--- src/source/f2c_pkg.sv ---
package f2c_pkg;

  // Ring geometry and burst limits
  localparam int ring_awidth = 6;
  localparam int beat_bytes = 8;
  localparam int max_burst = 8;

  typedef logic [31:0] addr_t;

  // One packet beat as it leaves the packet stream
  typedef struct packed {
    logic [63:0] data;
    logic        sop;
    logic        eop;
  } beat_t;

  // Per-packet record with the host queue state of both rings
  typedef struct packed {
    addr_t                  pkt_base;
    logic [ring_awidth-1:0] pkt_tail;
    addr_t                  dsc_base;
    logic [ring_awidth-1:0] dsc_tail;
    logic [7:0]             queue_id;
    logic [6:0]             size;
    logic                   drop;
    logic                   needs_dsc;
  } pkt_meta_t;

  // Transmit completion notice
  typedef struct packed {
    addr_t       dsc_addr;
    addr_t       transfer_addr;
    logic [15:0] length;
  } tx_compl_t;

  // Descriptor word, the top bit tells the host which view applies
  typedef union packed {
    struct packed {
      logic        signal;
      logic [15:0] tail;
      logic [7:0]  queue_id;
      logic [38:0] pad;
    } rx_view;
    struct packed {
      logic        signal;
      addr_t       transfer_addr;
      logic [15:0] length;
      logic [14:0] pad;
    } compl_view;
  } dsc_word_u;

endpackage

--- src/source/dma_write_engine.sv ---
`timescale 1ns/10ps

module dma_write_engine (
  input  logic                         clk,
  input  logic                         rst_n,
  input  logic                         sw_reset,
  input  logic [f2c_pkg::ring_awidth:0] pkt_ring_size,
  input  logic [f2c_pkg::ring_awidth:0] dsc_ring_size,
  input  f2c_pkg::beat_t               beat_data,
  input  logic                         beat_valid,
  output logic                         beat_ready,
  input  f2c_pkg::pkt_meta_t           meta_data,
  input  logic                         meta_valid,
  output logic                         meta_ready,
  input  f2c_pkg::tx_compl_t           compl_data,
  input  logic                         compl_valid,
  output logic                         compl_ready,
  input  logic                         mem_waitrequest,
  output logic                         req_write,
  output f2c_pkg::addr_t               req_address,
  output logic [63:0]                  req_writedata,
  output logic [3:0]                   req_burstcount
);

  localparam logic [1:0] st_idle           = 2'd0;
  localparam logic [1:0] st_continue_burst = 2'd1;
  localparam logic [1:0] st_new_burst      = 2'd2;
  localparam logic [1:0] st_send_desc      = 2'd3;

  logic [f2c_pkg::ring_awidth:0]   pkt_size_r;
  logic [f2c_pkg::ring_awidth:0]   dsc_size_r;
  logic [f2c_pkg::ring_awidth-1:0] pkt_mask;
  logic [f2c_pkg::ring_awidth-1:0] dsc_mask;

  logic [1:0]         state;
  logic               running;
  f2c_pkg::pkt_meta_t meta_hold;
  logic               meta_hold_valid;
  f2c_pkg::pkt_meta_t cur_meta;
  logic [3:0]         burst_left;

  f2c_pkg::pkt_meta_t              sel;
  logic                            go;
  logic                            first_beat;
  logic                            skip_sel;
  logic                            beat_take;
  logic                            compl_take;
  logic                            desc_go;
  logic [3:0]                      beat_len;
  logic [3:0]                      left_after;
  logic [f2c_pkg::ring_awidth-1:0] next_tail;
  logic [1:0]                      beat_next;
  f2c_pkg::dsc_word_u              dsc_rx;
  f2c_pkg::dsc_word_u              dsc_cp;

  // Beats in the next burst, limited by packet, burst size and ring end
  function automatic logic [3:0] burst_len(
    input logic [6:0]                      remaining,
    input logic [f2c_pkg::ring_awidth-1:0] tail,
    input logic [f2c_pkg::ring_awidth:0]   ring_size
  );
    logic [7:0] len;
    logic [7:0] to_end;
    to_end = 8'(ring_size) - 8'(tail);
    len = 8'(remaining);
    if (len > 8'(f2c_pkg::max_burst)) begin
      len = 8'(f2c_pkg::max_burst);
    end
    if (len > to_end) begin
      len = to_end;
    end
    return len[3:0];
  endfunction

  // Ring configuration is static while traffic runs
  always_ff @(posedge clk) begin
    pkt_size_r <= pkt_ring_size;
    dsc_size_r <= dsc_ring_size;
    pkt_mask   <= f2c_pkg::ring_awidth'(pkt_size_r - 1'b1);
    dsc_mask   <= f2c_pkg::ring_awidth'(dsc_size_r - 1'b1);
  end

  assign go = running && !sw_reset && !mem_waitrequest;

  always_comb begin
    // A new packet reads its fields from the held metadata
    sel        = (state == st_idle) ? meta_hold : cur_meta;
    first_beat = (state != st_continue_burst);
    skip_sel   = (sel.pkt_base == '0) && (sel.dsc_base == '0);
    beat_len   = burst_len(sel.size, sel.pkt_tail, pkt_size_r);
    left_after = first_beat ? beat_len - 4'd1 : burst_left - 4'd1;
    next_tail  = (sel.pkt_tail + 1'b1) & pkt_mask;

    if (left_after != 4'd0) begin
      beat_next = st_continue_burst;
    end else if (sel.size > 7'd1) begin
      beat_next = st_new_burst;
    end else if (sel.needs_dsc && !skip_sel) begin
      beat_next = st_send_desc;
    end else begin
      beat_next = st_idle;
    end
  end

  // Completions go ahead of the next packet
  assign compl_ready = go && (state == st_idle);
  assign compl_take  = compl_valid && compl_ready;
  assign beat_ready  = go && ((state == st_continue_burst) || (state == st_new_burst) ||
                              ((state == st_idle) && !compl_valid && meta_hold_valid));
  assign beat_take   = beat_valid && beat_ready;
  assign desc_go     = go && (state == st_send_desc);
  assign meta_ready  = running && (!meta_hold_valid || (beat_take && (state == st_idle)));

  always_comb begin
    dsc_cp = '0;
    dsc_cp.compl_view.signal        = 1'b0;
    dsc_cp.compl_view.transfer_addr = compl_data.transfer_addr;
    dsc_cp.compl_view.length        = compl_data.length;

    dsc_rx = '0;
    dsc_rx.rx_view.signal   = 1'b1;
    dsc_rx.rx_view.tail     = 16'(cur_meta.pkt_tail);
    dsc_rx.rx_view.queue_id = cur_meta.queue_id;
  end

  always_ff @(posedge clk) begin
    if (!rst_n) begin
      running         <= 1'b0;
      state           <= st_idle;
      meta_hold_valid <= 1'b0;
      req_write       <= 1'b0;
    end else begin
      running <= 1'b1;
      if (meta_ready) begin
        meta_hold_valid <= meta_valid;
      end
      // Dropped and unconfigured packets still walk through their beats
      if (!mem_waitrequest) begin
        req_write <= (beat_take && !sel.drop && !skip_sel) || compl_take || desc_go;
      end
      if (sw_reset) begin
        state <= st_idle;
      end else if (beat_take) begin
        state <= beat_next;
      end else if (desc_go) begin
        state <= st_idle;
      end
    end
  end

  always_ff @(posedge clk) begin
    if (meta_ready) begin
      meta_hold <= meta_data;
    end
    if (beat_take) begin
      cur_meta          <= sel;
      cur_meta.pkt_tail <= next_tail;
      cur_meta.size     <= sel.size - 7'd1;
      burst_left        <= left_after;
      req_writedata     <= beat_data.data;
      if (first_beat) begin
        req_address    <= sel.pkt_base +
                          f2c_pkg::addr_t'(sel.pkt_tail) * f2c_pkg::beat_bytes;
        req_burstcount <= beat_len;
      end
    end else if (compl_take) begin
      req_address    <= compl_data.dsc_addr;
      req_writedata  <= dsc_cp;
      req_burstcount <= 4'd1;
    end else if (desc_go) begin
      req_address    <= cur_meta.dsc_base +
                        f2c_pkg::addr_t'(cur_meta.dsc_tail & dsc_mask) * f2c_pkg::beat_bytes;
      req_writedata  <= dsc_rx;
      req_burstcount <= 4'd1;
    end
  end

endmodule

--- config.mk ---
export PLATFORM = sky130hd
export DESIGN_NAME = dma_write_engine
export DESIGN_NICKNAME = d
export VERILOG_FILES = /design/src/source/f2c_pkg.sv /design/src/source/dma_write_engine.sv
export SDC_FILE = /design/constraint.sdc
export NUM_CORES = 1
export LEC_CHECK = 0
export BUFFER_PORTS_ARGS = -buffer_cell sky130_fd_sc_hd__buf_2
export CAP_MARGIN = 30
export CORE_ASPECT_RATIO = 1.75
export CORE_MARGIN = 3
export CORE_UTILIZATION = 35
export CTS_BUF_LIST = sky130_fd_sc_hd__clkbuf_4
export DETAILED_ROUTE_END_ITERATION = 12
export HOLD_SLACK_MARGIN = 0.06
export SLEW_MARGIN = 20
export SYNTH_ARGS = -nofsm -noshare
export SYNTH_HDL_FRONTEND = slang
export SYNTH_SLANG_ARGS = --single-unit
export TNS_END_PERCENT = 30
--- constraint.sdc ---
create_clock -name clk -period 9.5 [get_ports clk]
set_clock_uncertainty 0.15 [all_clocks]
set_input_delay 0.475 -clock clk [delete_from_list [all_inputs] [get_ports clk]]
set_output_delay 0.475 -clock clk [all_outputs]
set_load 0.005 [all_outputs]
==> Yosys cells after proc, flatten, opt, wreduce, memory -nomap -nowiden <==
Cells that the tools add are included.
{ "classes": {"n_addsub": 9, "n_reduce_logical": 35, "n_bitwise": 3, "muxes": 21, "eq_ne": 5, "n_lt_le_gt_ge": 3} }
{ "op_table": {"columns": ["cell", "n"], "rows": [
  ["$mux W64", 3],
  ["$mux W32", 4],
  ["$mux W93", 1],
  ["$add A32 B9 Y32", 2],
  ["$logic_not A32 Y1", 2],
  ["$mux W4", 6],
  ["$logic_and A1 B1 Y1", 15],
  ["$and A6 B6 Y6", 2],
  ["$sub A6 B1 Y6 const B", 2],
  ["$mux W2", 5],
  ["$gt A7 B8 Y1", 1],
  ["$sub A4 B1 Y4 const B", 2],
  ["$sub A7 B6 Y8", 1],
  ["$gt A7 B1 Y1 const B", 1],
  ["$gt A7 B4 Y1 const B", 1],
  ["$mux W7", 1],
  ["$sub A7 B1 Y7 const B", 1],
  ["$add A6 B1 Y6 const B", 1],
  ["$logic_not A1 Y1", 6],
  ["$logic_or A1 B1 Y1", 5],
  ["$eq A2 B2 Y1 const B", 2],
  ["$reduce_and A2 Y1", 2],
  ["$reduce_bool A4 Y1", 1],
  ["$reduce_bool A3 Y1", 1],
  ["other kinds (8)", 8]
]} }
{ "word_totals": {"wordCells": 104, "register_bits": 320, "inputBits": 260, "out_inout_bits": 104} }

==> Logic depth before layout (Yosys ltp) <==
{ "logic_depth": {"word_depth": 11, "mapped_depth": 28, "ltp_nobuf": 24} }

==> Worst setup path after synthesis <==
No wires, ideal clock.
{ "synth_path": {"path_type": "flip-flop to flip-flop", "from": "register state[1]", "to": "register req_address[0] (enable)", "path_buffers": 5, "stages_incl_launch_ff": 12, "path_slack_ns": 2.586, "t_arrival_ns": 6.279, "setup_time_ns": 0.484, "period_less_slack_ns": 6.914, "required_time_ns": 8.866, "cell_sequence": "dfxtp_1 -> inv_1 -> ha_1 -> buf_6 -> buf_2 -> buf_4 -> buf_2 -> and2_1 -> nand2_1 -> clkbuf_1 -> nand3_1 -> a21boi_0"} }
{ "synth_via": {"elab_cells_between_ends": 17, "classes_between": "eq/ne: 5; reduce/logical: 12"} }
{ "synth_lines": {"columns": ["element", "line_no", "rtl"], "rows": [
  ["start, declared", "dma_write_engine.sv:35", "logic [1:0] state;"],
  ["start signal, assigned", "dma_write_engine.sv:129", "state <= st_idle;"],
  ["start signal, assigned", "dma_write_engine.sv:142", "state <= st_idle;"],
  ["start signal, assigned", "dma_write_engine.sv:144", "state <= beat_next;"],
  ["$logic_not A2 Y1", "dma_write_engine.sv:106", "assign compl_ready = go && (state == st_idle);"],
  ["$logic_and A1 B1 Y1", "dma_write_engine.sv:106", null],
  ["net compl_ready", "dma_write_engine.sv:17", "output logic compl_ready,"],
  ["$logic_and A1 B1 Y1", "dma_write_engine.sv:107", "assign compl_take = compl_valid && compl_ready;"],
  ["$reduce_bool A3 Y1 (no line)", null, null],
  ["$reduce_and A2 Y1 (no line)", null, null],
  ["end signal, assigned", "dma_write_engine.sv:162", "req_address <= sel.pkt_base +"],
  ["end signal, assigned", "dma_write_engine.sv:167", "req_address <= compl_data.dsc_addr;"],
  ["end signal, assigned", "dma_write_engine.sv:171", "req_address <= cur_meta.dsc_base +"],
  ["end, declared", "dma_write_engine.sv:20", "output f2c_pkg::addr_t req_address,"]
]} }
The timed path passes the listed nets, and every way through them passes these cells.
A chain may end at the register's enable or synchronous reset.

==> Worst setup path after layout <==
{ "layout_path": {"from": "register state[1]", "to": "register state[0]"} }
{ "layout_via": {"elab_chain_cells": 11, "elab_cells_between_ends": 32, "classes_between": "add/sub: 2; order compare: 3; eq/ne: 4; mux: 8; reduce/logical: 15"} }
{ "layout_rtl": {"columns": ["element", "line_no", "rtl"], "rows": [
  ["$logic_not A2 Y1", "dma_write_engine.sv:87, dma_write_engine.sv:109", null],
  ["$mux W93", "dma_write_engine.sv:87", "sel = (state == st_idle) ? meta_hold : cur_meta;"],
  ["$gt A7 B4 Y1", "dma_write_engine.sv:66", "if (len > 8'(f2c_pkg::max_burst)) begin"],
  ["$mux W7", "dma_write_engine.sv:66", null],
  ["$gt A7 B8 Y1", "dma_write_engine.sv:69", "if (len > to_end) begin"],
  ["$mux W4", "dma_write_engine.sv:69", null],
  ["$sub A4 B1 Y4", "dma_write_engine.sv:91", "left_after = first_beat ? beat_len - 4'd1 : burst_left - 4'd1;"],
  ["$mux W4", "dma_write_engine.sv:91", null],
  ["$reduce_bool A4 Y1", "dma_write_engine.sv:94", "if (left_after != 4'd0) begin"],
  ["$mux W2", "dma_write_engine.sv:94", null],
  ["$mux W2", "dma_write_engine.sv:143", "end else if (beat_take) begin"]
]} }
Parallel ways exist; a longest one is shown, timed or not.

==> results.tsv <==
stage	metric	value	unit
sta	relSlewSlack	36.0	%
critical_path	required	9.97	ns
layout	post_route_cells_drive_above_1_share	29.3	%
logic_synthesis	synthCells	1190	
place	routabilityCongestion	0.885	
die	io_pins	364	
detailed_routing	drtPass1Iterations	7	
grt	grt_use_met3	4.12	%
sta	fin_crit_sh	57.4	%
cts	root_buffer	clkbuf_4	
grt	antenna_found_initial	5	
layout	layout_commonest_cell	buf_2	
layout	mostFrequentLayoutCells	360 x buf_2, 290 x edfxtp_1, 266 x dlygate4sd3_1, 153 x nand2_1, 104 x clkbuf_4	
logic_synthesis	synth_cell_types	74	
detailed_routing	routed_wirelength	48300	µm
pwr	ir_drop	0.0000942	V
cts	cts_tree	yes	
sta	holdWs	0.183	ns
grt	use_met2	40.6	%
grt	track_usage	21.1	%
die	row_count	98	
critical_path	critPathCaptureType	flip-flop	
sta	maxSlewViolCount	0	
sta	period_needed	5.45	ns
logic_synthesis	seq_area_frac_synth	63.1	%
min_path	hold_path.class	in2reg	
cts	clkTransAtPathRegs	0.07	ns
detailed_routing	drt_iter0_drc	714	
die	core_area	0.0412	mm²
sta	rsz0062_at_grt	no	
logic_synthesis	yosys_warnings	0	
logic_synthesis	syn_area	0.0147	mm²
critical_path	worst-setup-path-type	reg2reg	
pwr	power_density	149	mW/mm²
logic_synthesis	synth-edff-count	290	
logic_synthesis	ys_async_sr_fraction	0	%
place	portBuffers	360	
critical_path	startpoint_type	flip-flop	
logic_synthesis	synthFlopType	edfxtp_1	
die	die_area	0.0447	mm²
detailed_routing	drc_errors	0	
cts	h-tree-depth	3	
run	drv_cap	0	
sta	worst_pin_slew	0.958	ns
detailed_routing	wl_per_cell	19.5	µm
grt	grt_pass1_wl	71900	µm
grt	grt_max_degree	88	
cts	clock_latency	0.77	ns
cts	cts_buffer_depth	3	
layout	nets	2152	
sta	finalSetupViolCount	0	
critical_path	arrival	5.92	ns
cts	numCtsBuffers	78	
cts	cts_sinks	320	
grt	grt_pass1_vias	12800	
die	die_w	161	µm
critical_path	cp_max_fo	45	
grt	met1_usage	21.5	%
logic_synthesis	syn_avg_cell_area	12.4	µm²
sta	hold_viol_final	0	
sta	timing.fmax	0.183	GHz
place	hpwlAfterDp	33000	µm
layout	fill_cells	3668	
grt	grt_remaining_overflow	0	
detailed_routing	ant_nets	0	
die	dieHeight	278	µm
sta	fin_setup_tns	0	ns
outcome	status	finished clean	
detailed_routing	vias	12200	
die	start_util	35.8	%
logic_synthesis	yosys_register_bits	320	
pwr	p_leak	8.75	nW
layout	fin_util	50.6	%
detailed_routing	routed_via_density	4.93	
layout	area_growth	41.3	%
grt	top_usage_layer	met2	
==> per-stage QoR <==
step,power (W),std cells,area (µm²),worst slack [ns]
CTS,0.00316,2462,20800,3.98
global route,0.00327,2471,20800,3.47
finish,0.00311,2471,20800,4.05
global placement,0.00189,2059,17100,4.14
detailed placement,0.00190,2059,17100,4.02
floorplan,0.00178,1192,14800,2.59
==> registers in the layout (all words and copies together), names as in the netlist <==
register         flops
cur_meta            93
meta_hold           93
req_writedata       64
req_address         32
pkt_size_r           7
dsc_mask             6
dsc_size_r           6
pkt_mask             6
burst_left           4
req_burstcount       4
state                2
meta_hold_valid      1
req_write            1
running              1
==> layout make-up <==
type / count / area (µm²) / share of cell area [%]
inverter: 56 / 213 / 1.02
clock inverter: 34 / 228 / 1.09
timing repair buffer: 638 / 4570 / 21.9
clock buffer: 103 / 773 / 3.71
antenna: 7 / 17.5 / 0.0841
multi-input combinational: 763 / 5040 / 24.2
tap: 550 / 688 / 3.30
sequential: 320 / 9310 / 44.7
==> logic make-up (layout without fill, tap and decap cells) <==
family / count (synthesis) / after routing / share of synthesized area (%)
AND/OR/NAND/NOR: 412 / 412 / 13.5
flip-flops: 320 / 320 / 63.1
AO/OA/AOI/OAI: 163 / 163 / 7.03
buffers and inverters: 109 / 831 / 2.99
multiplexers: 78 / 78 / 5.99
XOR/XNOR: 71 / 71 / 4.22
adder cells (fa/ha/maj): 36 / 36 / 3.09
other: 1 / 10 / 0.0254
==> where the power goes <==
part           internal, W  switching [W]  leakage, nW
Combinational     0.000179       0.000164         5.19
Clock             0.000593       0.000571        0.593
Sequential         0.00158      0.0000200         2.97
Total              0.00236       0.000755         8.75
==> cell usage after synthesis (22+ instances only) <==
| master | n | area, µm² |
|---|---|---|
| o21ai_0 | 27 | 135 |
| ha_1 | 34 | 425 |
| clkbuf_1 | 44 | 165 |
| nand3_1 | 66 | 330 |
| mux2i_1 | 24 | 240 |
| edfxtp_1 | 290 | 8710 |
| dfxtp_1 | 30 | 601 |
| xnor2_1 | 49 | 429 |
| nor2_1 | 58 | 218 |
| xor2_1 | 22 | 193 |
| nand2_1 | 155 | 582 |
| mux2_2 | 39 | 439 |
| a21oi_1 | 37 | 185 |
| inv_1 | 46 | 173 |
==> what timing repair did <==
action | in CTS | in global routing
resized for setup | 0 | 0
hold buffers | 266 | 0
setup buffers | 0 | 0
endpoints found under the hold margin | 204 | 0
==> final timing paths <==
check                           cells past startpoint  slack, ns           start         endpoint
worst min-delay path                                3       0.18  compl_data[68]  req_address[20]
worst max register to register                     20       4.05        state[1]         state[0]
worst min register to register                      0       0.25   meta_hold[22]     cur_meta[22]
worst max-delay path                               20       4.05        state[1]         state[0]
==> routing by layer <==
| metal | up-vias | wire (µm) |
|---|---|---|
| met5 | - | 0 |
| met4 | 0 | 1820 |
| met3 | 95 | 2860 |
| met2 | 518 | 26600 |
| met1 | 5820 | 17000 |
| li1 | 5758 | - |
==> critical path: stages (launching register included) <==
cell	delay, ns
dfxtp_1	0.32
inv_1	0.12
ha_2	0.24
buf_4	0.54
mux2i_1	0.24
inv_1	0.16
ha_1	0.19
and3b_1	0.19
a311oi_2	0.39
o21ai_0	0.16
a21oi_1	0.20
xor2_1	0.09
ha_1	0.29
a21boi_0	0.13
o41a_1	0.46
o311a_1	0.18
o31ai_1	0.41
ha_1	0.29
nand3_1	0.08
o32ai_1	0.33
a211oi_1	0.13
Note: power is estimated with default switching activity, not from simulation.
