<file path="config.mk">
export PLATFORM = sky130hd
export DESIGN_NAME = stream_fifo
export DESIGN_NICKNAME = d
export VERILOG_FILES = /design/src/source/stream_fifo.sv
export SDC_FILE = /design/constraint.sdc
export NUM_CORES = 1
export LEC_CHECK = 0
export ABC_CLOCK_PERIOD_IN_PS = 2800
export BUFFER_PORTS_ARGS = -buffer_cell sky130_fd_sc_hd__buf_2
export CAP_MARGIN = 20
export CORE_AREA = 2 2 115 117
export DETAILED_ROUTE_END_ITERATION = 16
export DIE_AREA = 0 0 117 119
export PLACE_DENSITY = 0.75
export SETUP_SLACK_MARGIN = 0.2
export SYNTH_ARGS = -nofsm -noshare
export SYNTH_HDL_FRONTEND = slang
export SYNTH_SLANG_ARGS = --single-unit
export TNS_END_PERCENT = 1
</file>
<file path="constraint.sdc">
create_clock -name clk -period 2.8 [get_ports clk]
set_input_delay 0.7 -clock clk [delete_from_list [all_inputs] [get_ports clk]]
set_output_delay 0.7 -clock clk [all_outputs]
set_load 0.01 [all_outputs]
</file>
<file path="src/source/stream_fifo.sv">
`timescale 1ns/10ps

module stream_fifo #(
  parameter int width = 8,
  parameter int depth = 16
) (
  input  logic                      clk,
  input  logic                      rst_n,
  input  logic [width-1:0]          in_data,
  input  logic                      in_valid,
  output logic                      in_ready,
  output logic [width-1:0]          out_data,
  output logic                      out_valid,
  input  logic                      out_ready,
  output logic [$clog2(depth):0]    occupancy
);

  localparam int aw = $clog2(depth);

  logic [width-1:0] mem [depth];
  logic [aw-1:0]    wr_ptr;
  logic [aw-1:0]    rd_ptr;
  logic [aw:0]      buf_count;

  logic push;
  logic load;
  logic buf_empty;
  logic bypass;
  logic wr_en;
  logic rd_en;

  // Output register takes a new entry when it is empty or being drained
  assign load      = !out_valid || out_ready;
  assign push      = in_valid && in_ready;
  assign buf_empty = (buf_count == '0);
  // Straight into the output register when nothing is queued ahead
  assign bypass    = push && buf_empty && load;
  assign wr_en     = push && !bypass;
  assign rd_en     = load && !buf_empty;

  assign occupancy = buf_count + {{aw{1'b0}}, out_valid};
  assign in_ready  = (occupancy < (aw + 1)'(depth));

  always_ff @(posedge clk) begin
    if (!rst_n) begin
      wr_ptr    <= '0;
      rd_ptr    <= '0;
      buf_count <= '0;
      out_valid <= 1'b0;
    end else begin
      if (wr_en) begin
        wr_ptr <= wr_ptr + 1'b1;
      end
      if (rd_en) begin
        rd_ptr <= rd_ptr + 1'b1;
      end
      buf_count <= buf_count + (aw + 1)'(wr_en) - (aw + 1)'(rd_en);
      if (load) begin
        out_valid <= !buf_empty || push;
      end
    end
  end

  always_ff @(posedge clk) begin
    if (wr_en) begin
      mem[wr_ptr] <= in_data;
    end
    if (load) begin
      out_data <= buf_empty ? in_data : mem[rd_ptr];
    end
  end

endmodule

</file>
=== Yosys cells after proc, flatten, opt, wreduce, memory -nomap -nowiden ===
Memories as Yosys holds them, arrays and structs flattened. A register that Yosys moved wholly into a read port is not among the register bits.
Index checks and enable logic that the tools add are counted.

* Latch bits: 0
* Bits in writable memories: 128
* Register bits after elaboration: 22
* Word-level logic and storage cells: 28
* Memories kept: 1
* Bits in read-only memories: 0
* Output and inout port bits: 15
* Input bits: 12

* Bitwise operators: 0
* Magnitude comparators: 1
* Multipliers: 0
* Shift-type cells: 0
* Mux-type cells: 5
* Reductions and logical operators: 11
* Add/subtract/negate cells: 5
* Divide/modulo/power cells: 0
* Equal/unequal tests: 0

{| class="wikitable"
|+ Memory list
! name !! words !! bits a word !! read ports !! clocked after memory_dff !! write ports !! line !! text
|-
| mem || 16 || 8 || 1 || 1 || 1 || 20 || <nowiki>logic [width-1:0] mem [depth];</nowiki>
|}

{| class="wikitable"
|+ Operator list
! cell !! count
|-
| $add A5 B1 Y5 || 2
|-
| $add A4 B1 Y4 const B || 2
|-
| $mux W4 || 2
|-
| $mux W8 || 1
|-
| $logic_and A1 B1 Y1 || 5
|-
| $logic_not A5 Y1 || 1
|-
| $lt A5 B5 Y1 const B || 1
|-
| $sub A5 B1 Y5 || 1
|-
| $logic_not A1 Y1 || 3
|-
| $logic_or A1 B1 Y1 || 2
|-
| $mux W1 || 2
|}

=== Longest topological paths before layout ===
Gate-level depths: netlist of the first run.

* Word-level depth: 9
* Mapped depth: 14
* Depth with buffers taken out: 13

=== Worst setup path before layout of the first run ===
No wires, ideal clock.

* Path kind: in2reg
* Start point: in out_ready
* End point: reg buf_count[4]
* Setup time: 0.070 ns
* Path buffers: 1
* Cell stages on the path: 12
* Required time: 2.730 ns
* Slack: -0.214 ns
* Arrival: 2.944 ns
* Path through: nor2b_1 > o2111a_2 > clkinv_2 > buf_12 > ha_1 > inv_1 > ha_1 > fa_1 > a21oi_1 > nor2_1 > or3_1 > a21oi_1

* Word-level cells in the longest chain between the ends: 6

{| class="wikitable"
|+ RTL lines
! element !! line !! text
|-
| start, declared || 14 || <nowiki>input logic out_ready,</nowiki>
|-
| $logic_or A1 B1 Y1 (*) || 33 || <nowiki>assign load = !out_valid || out_ready;</nowiki>
|-
| $logic_and A1 B1 Y1 || 37 || <nowiki>assign bypass = push && buf_empty && load;</nowiki>
|-
| $logic_not A1 Y1 || 38 || <nowiki>assign wr_en = push && !bypass;</nowiki>
|-
| $logic_and A1 B1 Y1 || 38 ||
|-
| $add A5 B1 Y5 || 57 || <nowiki>buf_count <= buf_count + (aw + 1)'(wr_en) - (aw + 1)'(rd_en);</nowiki>
|-
| $sub A5 B1 Y5 (*) || 57 ||
|-
| end signal, assigned || 57 ||
|-
| end, declared || 23 || <nowiki>logic [aw:0] buf_count;</nowiki>
|}

Mark *: on every way between the ends. The rest lies on a longest branch, timed or not.
A chain may end at the register's enable or synchronous reset.

=== Worst setup path in the final report of the first run ===
* Start point: reg buf_count[3]
* End point: reg buf_count[4]

* Word-level cells in the longest chain between the ends: 9

{| class="wikitable"
|+ RTL lines
! element !! line !! text
|-
| $add A5 B1 Y5 || 41 || <nowiki>assign occupancy = buf_count + {{aw{1'b0}}, out_valid};</nowiki>
|-
| $lt A5 B5 Y1 || 42 || <nowiki>assign in_ready = (occupancy < (aw + 1)'(depth));</nowiki>
|-
| $logic_and A1 B1 Y1 || 34 || <nowiki>assign push = in_valid && in_ready;</nowiki>
|-
| $logic_and A1 B1 Y1 (2 in series) || 37 ||
|-
| $logic_not A1 Y1 || 38 ||
|-
| $logic_and A1 B1 Y1 || 38 ||
|-
| $add A5 B1 Y5 || 57 ||
|-
| $sub A5 B1 Y5 (*) || 57 ||
|}

Marked as above.

==> results of run 1 <==
-- synth_stat cells (all sizes together) (2+ instances only) --
library cell	n	share of area [%]
xnor2	5	0.70
o221ai	8	1.1
nand2	16	1.0
dfxtp	18	5.8
edfxtp	136	65
and2	11	1.1
nor2	12	0.72
nor4	4	0.40
mux2i	16	2.6
o21ai	4	0.44
buf	11	1.2
nand3	4	0.32
mux4	32	12
a21oi	8	0.82
ha	15	3.0
inv	14	0.84
or3	3	0.30
xor2	3	0.42
clkbuf	5	0.30
nor3b	2	0.42
-- power by group --
part / total (mW) / internal (mW) / switching [mW]
Sequential: 2.85 / 2.74 / 0.110
Combinational: 1.68 / 0.816 / 0.859
Clock: 2.28 / 1.47 / 0.817
-- metrics by stage --
stage               setup TNS (ps)  cell area, µm²
finish                           0            7450
global route                 -55.5            7450
CTS                              0            7410
detailed placement           -65.4            6750
global placement                 0            6750
floorplan                    -34.7            6280
-- path summary, 6_finish.rpt --
kind / from / to / slack (ps) / depth (start not counted)
setup reg to reg: buf_count[3] / buf_count[4] / 10 / 13
setup / recovery: buf_count[3] / buf_count[4] / 10 / 13
hold / removal: wr_ptr[0] / wr_ptr[0] / 510 / 2
hold reg to reg: wr_ptr[0] / wr_ptr[0] / 510 / 2
-- registers in the layout (all words and copies together) (netlist names), named ones only --
register and count:
rd_ptr 4, out_valid 1, mem 128, out_data 8
buf_count 5, wr_ptr 4
-- timing repair --
action	CTS	global route
pin swaps	5	9
gates resized for setup	9	6
cloned	0	0
endpoints found under the setup margin	25	57
buffers inserted	4	2
-- metal layers --
metal | vias up | GRT usage (%) | wire [µm]
met2 | 104 | 31.2 | 6040
met4 | 0 | 8.16 | 260
met5 | - | 0 | 0
met1 | 1615 | 22.0 | 4550
li1 | 1444 | - | -
met3 | 20 | 4.73 | 644
-- layout make-up --
type	count	area share [%]
repair buffers	54	4.91
well taps	176	2.96
multi-input cells	154	23.6
inverters	15	0.857
clock buffers	20	5.86
clock inverters	11	2.05
flip-flops and latches	154	59.8
-- worst min-delay path: cells and delay by family (launching register included) --
family             cells  cell delay, ps
and+or+nand+nor        1              70
DFF                    1             340
AOI/OAI and AO/OA      1              50
-- cells by family after synthesis --
family,synth area share (%)
AND/OR/NAND/NOR,5.04
adder cells (fa/ha/maj),3.32
multiplexers,14.1
buffers and inverters,2.42
flip-flops,71.1
XOR/XNOR,1.12
AO/OA/AOI/OAI,2.96
-- placed cells by master, fill, tap and decap left out, drive strengths merged, types with 4 or more instances in the layout --
cell type  count
edfxtp       136
nor4           4
nor2          12
ha            15
nand3          4
clkbuf        20
o21ai          4
mux4          32
mux2i         16
o221ai         8
xnor2          5
bufinv         4
buf           54
dfxtp         18
a21oi          8
inv           14
and2          11
nand2         16
clkinv         7
==> flow_metrics.py, run 1 <==
metrics = {
    "run_status": {
        "outcome": "complete, no violations",
    },
    "floorplanning": {
        "dieWidth_um": 117,
        "io_pins": 27,
        "dieArea_um2": 13900,
        "die_h_um": 119,
        "initial_core_util_pct": 48.6,
        "row_count": 42,
        "core_area_um2": 12900,
    },
    "logic_synthesis": {
        "synth.avg_cell_area_um2": 18.5,
        "yosysWarnings": 0,
        "synth-async-reset-ratio_pct": 0,
        "synth-edff-count": 136,
        "netlist_instances": 339,
        "ys_types": 39,
        "synth-seq-cells": 154,
        "yosysSeqAreaShare_pct": 71.1,
        "synth_ff_type": "edfxtp_1",
        "syn-num-nets": 367,
        "synth_area_um2": 6250,
    },
    "setup_path": {
        "cp-end-kind": "flip-flop",
        "cpLargestDelayFamily": "simple AND/OR/NAND/NOR gates",
        "crit_chain": "inv_2, ha_4, or4b_4, o2111a_2, clkinv_4, ha_4, inv_4, ha_4, fa_2, a21oi_2, nor2_1, or3_1, a21oi_1",
        "crit_type": "reg2reg",
        "crit_fanout": 2,
        "critPathRequiredTime_ps": 3150,
        "crit_slowest_cell": "or4b_4",
        "critPathMaxStageDelay_ps": 460,
        "cp-start-kind": "flip-flop",
        "critPathBufInv": 3,
        "crit_top_cell": "ha_4",
        "cp.arrival_ps": 3140,
    },
    "clocking": {
        "tritoncts": "yes",
        "clk-insertion-delay-late_ps": 420,
        "clock_path_buffers": 2,
        "hold_buffers": 0,
        "clk_pin_slew_ps": 60,
        "cts_buffers": 17,
        "cts-htree-levels": 4,
        "root_buffer": "clkbuf_16",
        "cts.sinks": 154,
    },
    "sta": {
        "rsz0062_at_grt": "yes",
        "finalHoldViolations": 0,
        "post-route-min-period_ps": 2790,
        "setup_ws_ps": 10.5,
        "final_max_slew_viol_count": 0,
        "setup_viol": 0,
        "fin_worst_skew_ps": 7.84,
        "post-route-period-util_pct": 99.6,
        "tightestPinTransition_ps": 496,
        "relSlewSlack_pct": 66.9,
        "max_freq_ghz": 0.358,
        "hold-worst-slack_ps": 508,
    },
    "power_and_ir_drop": {
        "total_power_mw": 6.81,
        "leakage_nw": 2.48,
        "peakVddDrop_mv": 0.530,
        "p_per_area_nw_per_um2": 914,
    },
    "route": {
        "vias_per_cell": 5.45,
        "drt_first_pass_iters": 5,
        "dr_total_vias": 3183,
        "drc_errors": 0,
        "ant_nets": 0,
        "first_iter_violations": 346,
        "routedWlPerCell_um": 19.7,
        "wl_um": 11500,
    },
    "place": {
        "place_congestion": 0.821,
        "dp_hpwl_um": 7270,
        "portBuffers": 26,
        "placedCellCount": 547,
        "preCtsSetupSlack_ps": -65.4,
    },
    "final_layout": {
        "multi_input_comb_area_um2": 1760,
        "nets": 424,
        "seqCellArea_um2": 4450,
        "drive_above_1_share_pct": 35.0,
        "syn_to_final_growth_pct": 19.1,
        "diodes": 0,
        "final_cell_count_no_fill": 584,
        "fin_util_pct": 57.9,
        "fill_cells": 946,
    },
    "global_routing": {
        "overflow": 0,
        "grt_pass1_vias": 3411,
        "antenna_found_initial": 0,
        "grt_pass1_wl_um": 18100,
        "grt_max_degree": 33,
        "track_usage_pct": 18.4,
    },
    "hold_path": {
        "hp-class": "reg2reg",
    },
    "run": {
        "cap_viol_max_count": 0,
    },
}
Power figures use the tool's default switching activity.
==> run 2: changes to the inputs <==
--- a/config.mk
+++ b/config.mk
@@ -6,7 +6,7 @@
 export NUM_CORES = 1
 export LEC_CHECK = 0
 export ABC_CLOCK_PERIOD_IN_PS = 2800
-export BUFFER_PORTS_ARGS = -buffer_cell sky130_fd_sc_hd__buf_2
+export BUFFER_PORTS_ARGS = -buffer_cell sky130_fd_sc_hd__buf_4
 export CAP_MARGIN = 20
 export CORE_AREA = 2 2 115 117
 export DETAILED_ROUTE_END_ITERATION = 16
==> run 2 against run 1 <==
Net effect: the run now ends with negative setup slack left; largest power group unchanged; first-iteration DRC count is 21% lower; largest cell class unchanged; worst setup slack got worse by 47 ps; clock-buffer cell count up 1; routed wire length up 2.1%; die area is the same; via count grew 1.0%; critical path depth is the same; combinational power is 7% higher; worst hold slack got worse by 2.1 ps; clock power shrank 7%.
==> flow_metrics.py, run 2 (synthesis gave the netlist of run 1 again) <==
metrics = {
    "clocking": {
        "clk_pin_slew_ps": 60,
        "root_buffer": "clkbuf_16",
        "clk-insertion-delay-late_ps": 410,
        "cts-htree-levels": 4,
        "cts.sinks": 154,
        "cts_buffers": 17,
        "tritoncts": "yes",
        "clock_path_buffers": 2,
    },
    "floorplanning": {
        "dieWidth_um": 117,
        "dieArea_um2": 13900,
        "core_area_um2": 12900,
        "io_pins": 27,
        "initial_core_util_pct": 48.6,
        "row_count": 42,
        "die_h_um": 119,
    },
    "global_routing": {
        "grt_pass1_wl_um": 18600,
        "grt_max_degree": 25,
        "grt.busiest_layer": "met2",
        "track_usage_pct": 18.6,
        "grt_util_met1_pct": 23.9,
        "grt_pass1_vias": 3372,
        "overflow": 0,
        "antenna_found_initial": 0,
        "grtUsageMet3_pct": 5.39,
        "use_met2_pct": 30.0,
    },
    "final_layout": {
        "nets": 424,
        "drive_above_1_share_pct": 36.0,
        "largest_reg_flops": 128,
        "reg.largest.list": "mem (128), out_data (8), buf_count (5)",
        "syn_to_final_growth_pct": 19.9,
        "diodes": 0,
        "mostFrequentLayoutCells": "edfxtp_1, buf_4, mux4_2",
        "layout_commonest_cell": "edfxtp_1",
        "largest_register": "mem",
        "fin_area_um2": 7500,
    },
    "sta": {
        "final_max_slew_viol_count": 0,
        "post-route-min-period_ps": 2840,
        "rsz0062_at_grt": "yes",
        "setup_ws_ps": -36.5,
        "fin_worst_skew_ps": 7.94,
        "post-route-period-util_pct": 101,
        "tightestPinTransition_ps": 502,
        "finalHoldViolations": 0,
        "relSlewSlack_pct": 66.5,
        "setup_viol": 1,
        "max_freq_ghz": 0.353,
    },
    "place": {
        "placed_area_um2": 6860,
        "preCtsSetupSlack_ps": -48.3,
        "dp_hpwl_um": 7200,
        "portBuffers": 26,
        "place_congestion": 0.827,
    },
    "route": {
        "routedWlPerCell_um": 20.1,
        "vias_per_cell": 5.51,
        "ant_nets": 0,
        "drc_errors": 0,
        "first_iter_violations": 274,
        "drt_first_pass_iters": 4,
        "wl_um": 11700,
        "dr_total_vias": 3216,
    },
    "setup_path": {
        "cp-start-kind": "flip-flop",
        "ff2ff_path_depth": 13,
        "crit_type": "reg2reg",
        "critPathRequiredTime_ps": 3140,
        "rr_endpoint": "buf_count[4]",
        "crit_fanout": 2,
        "cp.arrival_ps": 3180,
        "cp-end-kind": "flip-flop",
        "r2r_slack_ps": -40,
        "r2r-start": "buf_count[2]",
    },
    "run_status": {
        "violations": "negative setup slack",
        "outcome": "finished, violations left",
    },
    "hold_path": {
        "whs_endpoint": "buf_count[0]",
        "hp-class": "in2reg",
        "min_from": "rst_n",
        "whs_path_depth": 2,
    },
    "run": {
        "cap_viol_max_count": 0,
    },
    "power_and_ir_drop": {
        "p_per_area_nw_per_um2": 900,
        "peakVddDrop_mv": 0.593,
        "leakage_nw": 2.49,
    },
}
==> run 2: power by group <==
| part | total [mW] | switching, mW | internal (mW) | leakage, nW |
|---|---|---|---|---|
| clock network | 2.11 | 0.818 | 1.29 | 0.262 |
| logic | 1.79 | 0.897 | 0.891 | 0.842 |
| registers | 2.85 | 0.117 | 2.74 | 1.39 |
==> run 2: layer usage <==
layer	vias to the layer above	part of all wire (%)
li1	1447	-
met1	1650	42
met2	100	51
met3	19	4.9
met4	0	2.0
met5	-	0
==> run 2: how the worst max path moves through the flow <==
stage / from / end / slack [ps] / depth (start not counted)
after floorplan: buf_count[2] / buf_count[4] / -30 / 14
after global placement: out_ready / buf_count[4] / 40 / 12
after detailed placement: buf_count[0] / buf_count[4] / -50 / 13
after CTS: buf_count[2] / buf_count[4] / 20 / 13
after global routing: buf_count[2] / buf_count[4] / -120 / 13
final: buf_count[2] / buf_count[4] / -40 / 13
==> run 2: area by class of cell <==
cell class | count | area, µm²
repair buffers | 54 | 455
multi-input cells | 154 | 1770
clock buffers | 21 | 440
well taps | 176 | 220
flip-flops and latches | 154 | 4450
clock inverters | 10 | 103
fillers | 954 | 5380
inverters | 15 | 61.3
==> run 2: worst max-delay path: stages, from the launching register on <==
cell and delay, ps:
dfxtp_2 320, inv_2 80, ha_4 130, or4b_4 450
o2111a_2 310, clkinv_4 60, ha_4 120, inv_2 40
ha_4 150, fa_2 370, a21oi_2 170, nor2_2 60
or3_4 380, a21oi_2 120
==> run 2: timing repair <==
action,4_1_cts,5_1_grt
pin swaps,3,6
endpoints found under the setup margin,1,6
hold buffers,0,0
buffers inserted,1,3
gates resized for setup,1,15
endpoints found under the hold margin,0,0
==> run 2: metrics by stage <==
stage | power [mW] | hold slack [ps] | utilization, % | instances | TNS [ps]
2_1_floorplan | 3.95 | 478 | - | 339 | -34.7
3_3_place_gp | 4.43 | 497 | 53.3 | 549 | 0
3_5_place_dp | 4.51 | 513 | 53.3 | 549 | -48.3
4_1_cts | 6.64 | 489 | 57.5 | 581 | 0
5_1_grt | 7.09 | 508 | 58.2 | 584 | -119
6_report | 6.75 | 506 | 58.2 | 584 | -36.5
==> run 3: changes to the inputs <==
--- a/config.mk
+++ b/config.mk
@@ -8,9 +8,9 @@
 export ABC_CLOCK_PERIOD_IN_PS = 2800
 export BUFFER_PORTS_ARGS = -buffer_cell sky130_fd_sc_hd__buf_4
 export CAP_MARGIN = 20
-export CORE_AREA = 2 2 115 117
+export CORE_AREA = 3 3 116 118
 export DETAILED_ROUTE_END_ITERATION = 16
-export DIE_AREA = 0 0 117 119
+export DIE_AREA = 0 0 119 121
 export PLACE_DENSITY = 0.75
 export SETUP_SLACK_MARGIN = 0.2
 export SYNTH_ARGS = -nofsm -noshare
==> run 3 against run 2 <==
Net effect: the run now ends clean; utilization increased by 1.6 points; clock-buffer cell count decreased by 4; die area increased by 3.4%; clock skew increased by 1.3 ps; routed wire length decreased by 0.48%; largest cell class unchanged; final area increased by 0.25%; largest power group unchanged.
==> flow_metrics.py, run 3 (synthesis gave the netlist of run 1 again) <==
metrics = {
    "sta": {
        "post-route-min-period_ps": 2720,
        "setup_viol": 0,
        "fin_worst_skew_ps": 9.22,
        "hold-worst-slack_ps": 503,
        "final_max_slew_viol_count": 0,
        "max_freq_ghz": 0.367,
        "fin_tns_setup_ps": 0,
        "post-route-period-util_pct": 97.2,
        "finalHoldViolations": 0,
        "relSlewSlack_pct": 63.5,
        "rsz0062_at_grt": "yes",
        "tightestPinTransition_ps": 547,
        "setup_ws_ps": 78.4,
    },
    "hold_path": {
        "whs_endpoint": "buf_count[1]",
        "min_from": "rst_n",
        "whs_path_depth": 2,
        "hp-class": "in2reg",
    },
    "clocking": {
        "cts.sinks": 154,
        "hold_buffers": 0,
        "clock_path_buffers": 2,
        "cts_buffers": 17,
        "tritoncts": "yes",
        "clk-insertion-delay-late_ps": 420,
        "root_buffer": "clkbuf_16",
        "cts-htree-levels": 4,
        "clk_pin_slew_ps": 60,
    },
    "setup_path": {
        "crit_fanout": 2,
        "cp.arrival_ps": 3070,
        "crit_top_cell": "a21oi_2",
        "r2r_slack_ps": 80,
        "ff2ff_path_depth": 13,
        "r2r-start": "buf_count[2]",
        "crit_type": "reg2reg",
        "cpLargestDelayFamily": "simple AND/OR/NAND/NOR gates",
        "cp-start-kind": "flip-flop",
        "critPathRequiredTime_ps": 3150,
        "crit_slowest_cell": "or4b_4",
        "cp-end-kind": "flip-flop",
        "critPathBufInv": 3,
        "crit_chain": "inv_2, ha_1, or4b_4, o2111a_2, clkinv_4, ha_4, inv_1, ha_2, fa_2, a21oi_2, nor2_1, or3_1, a21oi_2",
        "rr_endpoint": "buf_count[4]",
        "critPathMaxStageDelay_ps": 460,
    },
    "route": {
        "drt_first_pass_iters": 4,
        "first_iter_violations": 307,
        "routedWlPerCell_um": 19.9,
        "dr_total_vias": 3165,
        "vias_per_cell": 5.40,
        "drc_errors": 0,
        "ant_nets": 0,
        "wl_um": 11700,
    },
    "final_layout": {
        "fill_cells": 916,
        "final_cell_count_no_fill": 586,
        "syn_to_final_growth_pct": 20.2,
        "mostFrequentLayoutCells": "edfxtp_1, buf_4, mux4_2",
        "nets": 429,
        "diodes": 0,
        "layout_commonest_cell": "edfxtp_1",
        "drive_above_1_share_pct": 34.3,
        "largest_register": "mem",
        "fin_util_pct": 59.8,
        "largest_reg_flops": 128,
        "fin_area_um2": 7520,
        "reg.largest.list": "mem (128), out_data (8), buf_count (5)",
    },
    "power_and_ir_drop": {
        "peakVddDrop_mv": 0.522,
        "intPower_mw": 5.22,
        "p_sw_mw": 1.80,
        "power_frac_clock_pct": 35.8,
        "swShare_pct": 25.6,
        "p_per_area_nw_per_um2": 935,
        "total_power_mw": 7.02,
        "p_comb_share_pct": 24.1,
        "seqPwrFrac_pct": 40.1,
        "leakage_nw": 2.55,
    },
    "floorplanning": {
        "dieWidth_um": 119,
        "initial_core_util_pct": 49.8,
        "dieArea_um2": 14400,
        "core_area_um2": 12600,
        "io_pins": 27,
        "die_h_um": 121,
        "row_count": 41,
    },
    "run_status": {
        "outcome": "complete, no violations",
    },
    "run": {
        "cap_viol_max_count": 0,
    },
    "global_routing": {
        "antenna_found_initial": 0,
        "grt_max_degree": 25,
        "overflow": 0,
        "track_usage_pct": 17.9,
        "grt_pass1_vias": 3354,
        "grt_pass1_wl_um": 18900,
    },
    "place": {
        "placedCellCount": 553,
        "place_congestion": 0.874,
        "placed_area_um2": 6850,
        "portBuffers": 26,
        "preCtsSetupSlack_ps": -2.04,
        "dp_hpwl_um": 7470,
    },
}
-- run 3: final cells by class --
class | instances | area (µm²) | area share [%]
Inverter | 15 | 61.3 | 0.816
Sequential cell | 154 | 4450 | 59.2
Tap cell | 172 | 215 | 2.86
Clock buffer | 17 | 425 | 5.66
Multi-Input combinational cell | 154 | 1690 | 22.5
Timing Repair Buffer | 59 | 443 | 5.89
Clock inverter | 15 | 229 | 3.05
-- run 3: routing by layer --
metal / wire length (µm) / track usage (%) / part of all wire [%]
met1: 5010 / 23.7 / 43
met2: 5790 / 28.1 / 50
met3: 641 / 5.64 / 5.5
met4: 234 / 6.73 / 2.0
met5: 0 / 0 / 0
-- run 3: power by group through the flow --
stage | clock, mW | combinational [mW] | sequential [mW]
global placement | 0 | 1.64 | 2.86
global route | 2.65 | 1.87 | 2.84
detailed placement | 0 | 1.67 | 2.87
floorplan | 0 | 1.06 | 2.89
CTS | 2.55 | 1.70 | 2.82
finish | 2.52 | 1.69 | 2.82
-- run 3: how the worst max path moves through the flow --
| stage | startpoint | endpoint | cells past startpoint |
|---|---|---|---|
| 6_report | buf_count[2] | buf_count[4] | 13 |
| 5_1_grt | buf_count[3] | buf_count[4] | 13 |
| 4_1_cts | buf_count[2] | buf_count[4] | 13 |
| 3_5_place_dp | out_ready | buf_count[4] | 12 |
| 3_3_place_gp | out_ready | buf_count[4] | 12 |
| 2_1_floorplan | buf_count[2] | buf_count[4] | 14 |
-- run 3: what timing repair did --
action	CTS	global route
resized for setup	1	1
buffers inserted	1	0
pin swaps	2	1
endpoints found under the setup margin	1	2
gates cloned	0	0
-- run 3: worst reg2reg max path: cells and delay by family (launching register included) --
kind	cells	cell delay, ps
and+or+nand+nor	3	860
adders and majority gates	4	760
buffers and inverters	3	140
DFF	1	320
AOI/OAI and AO/OA	3	550
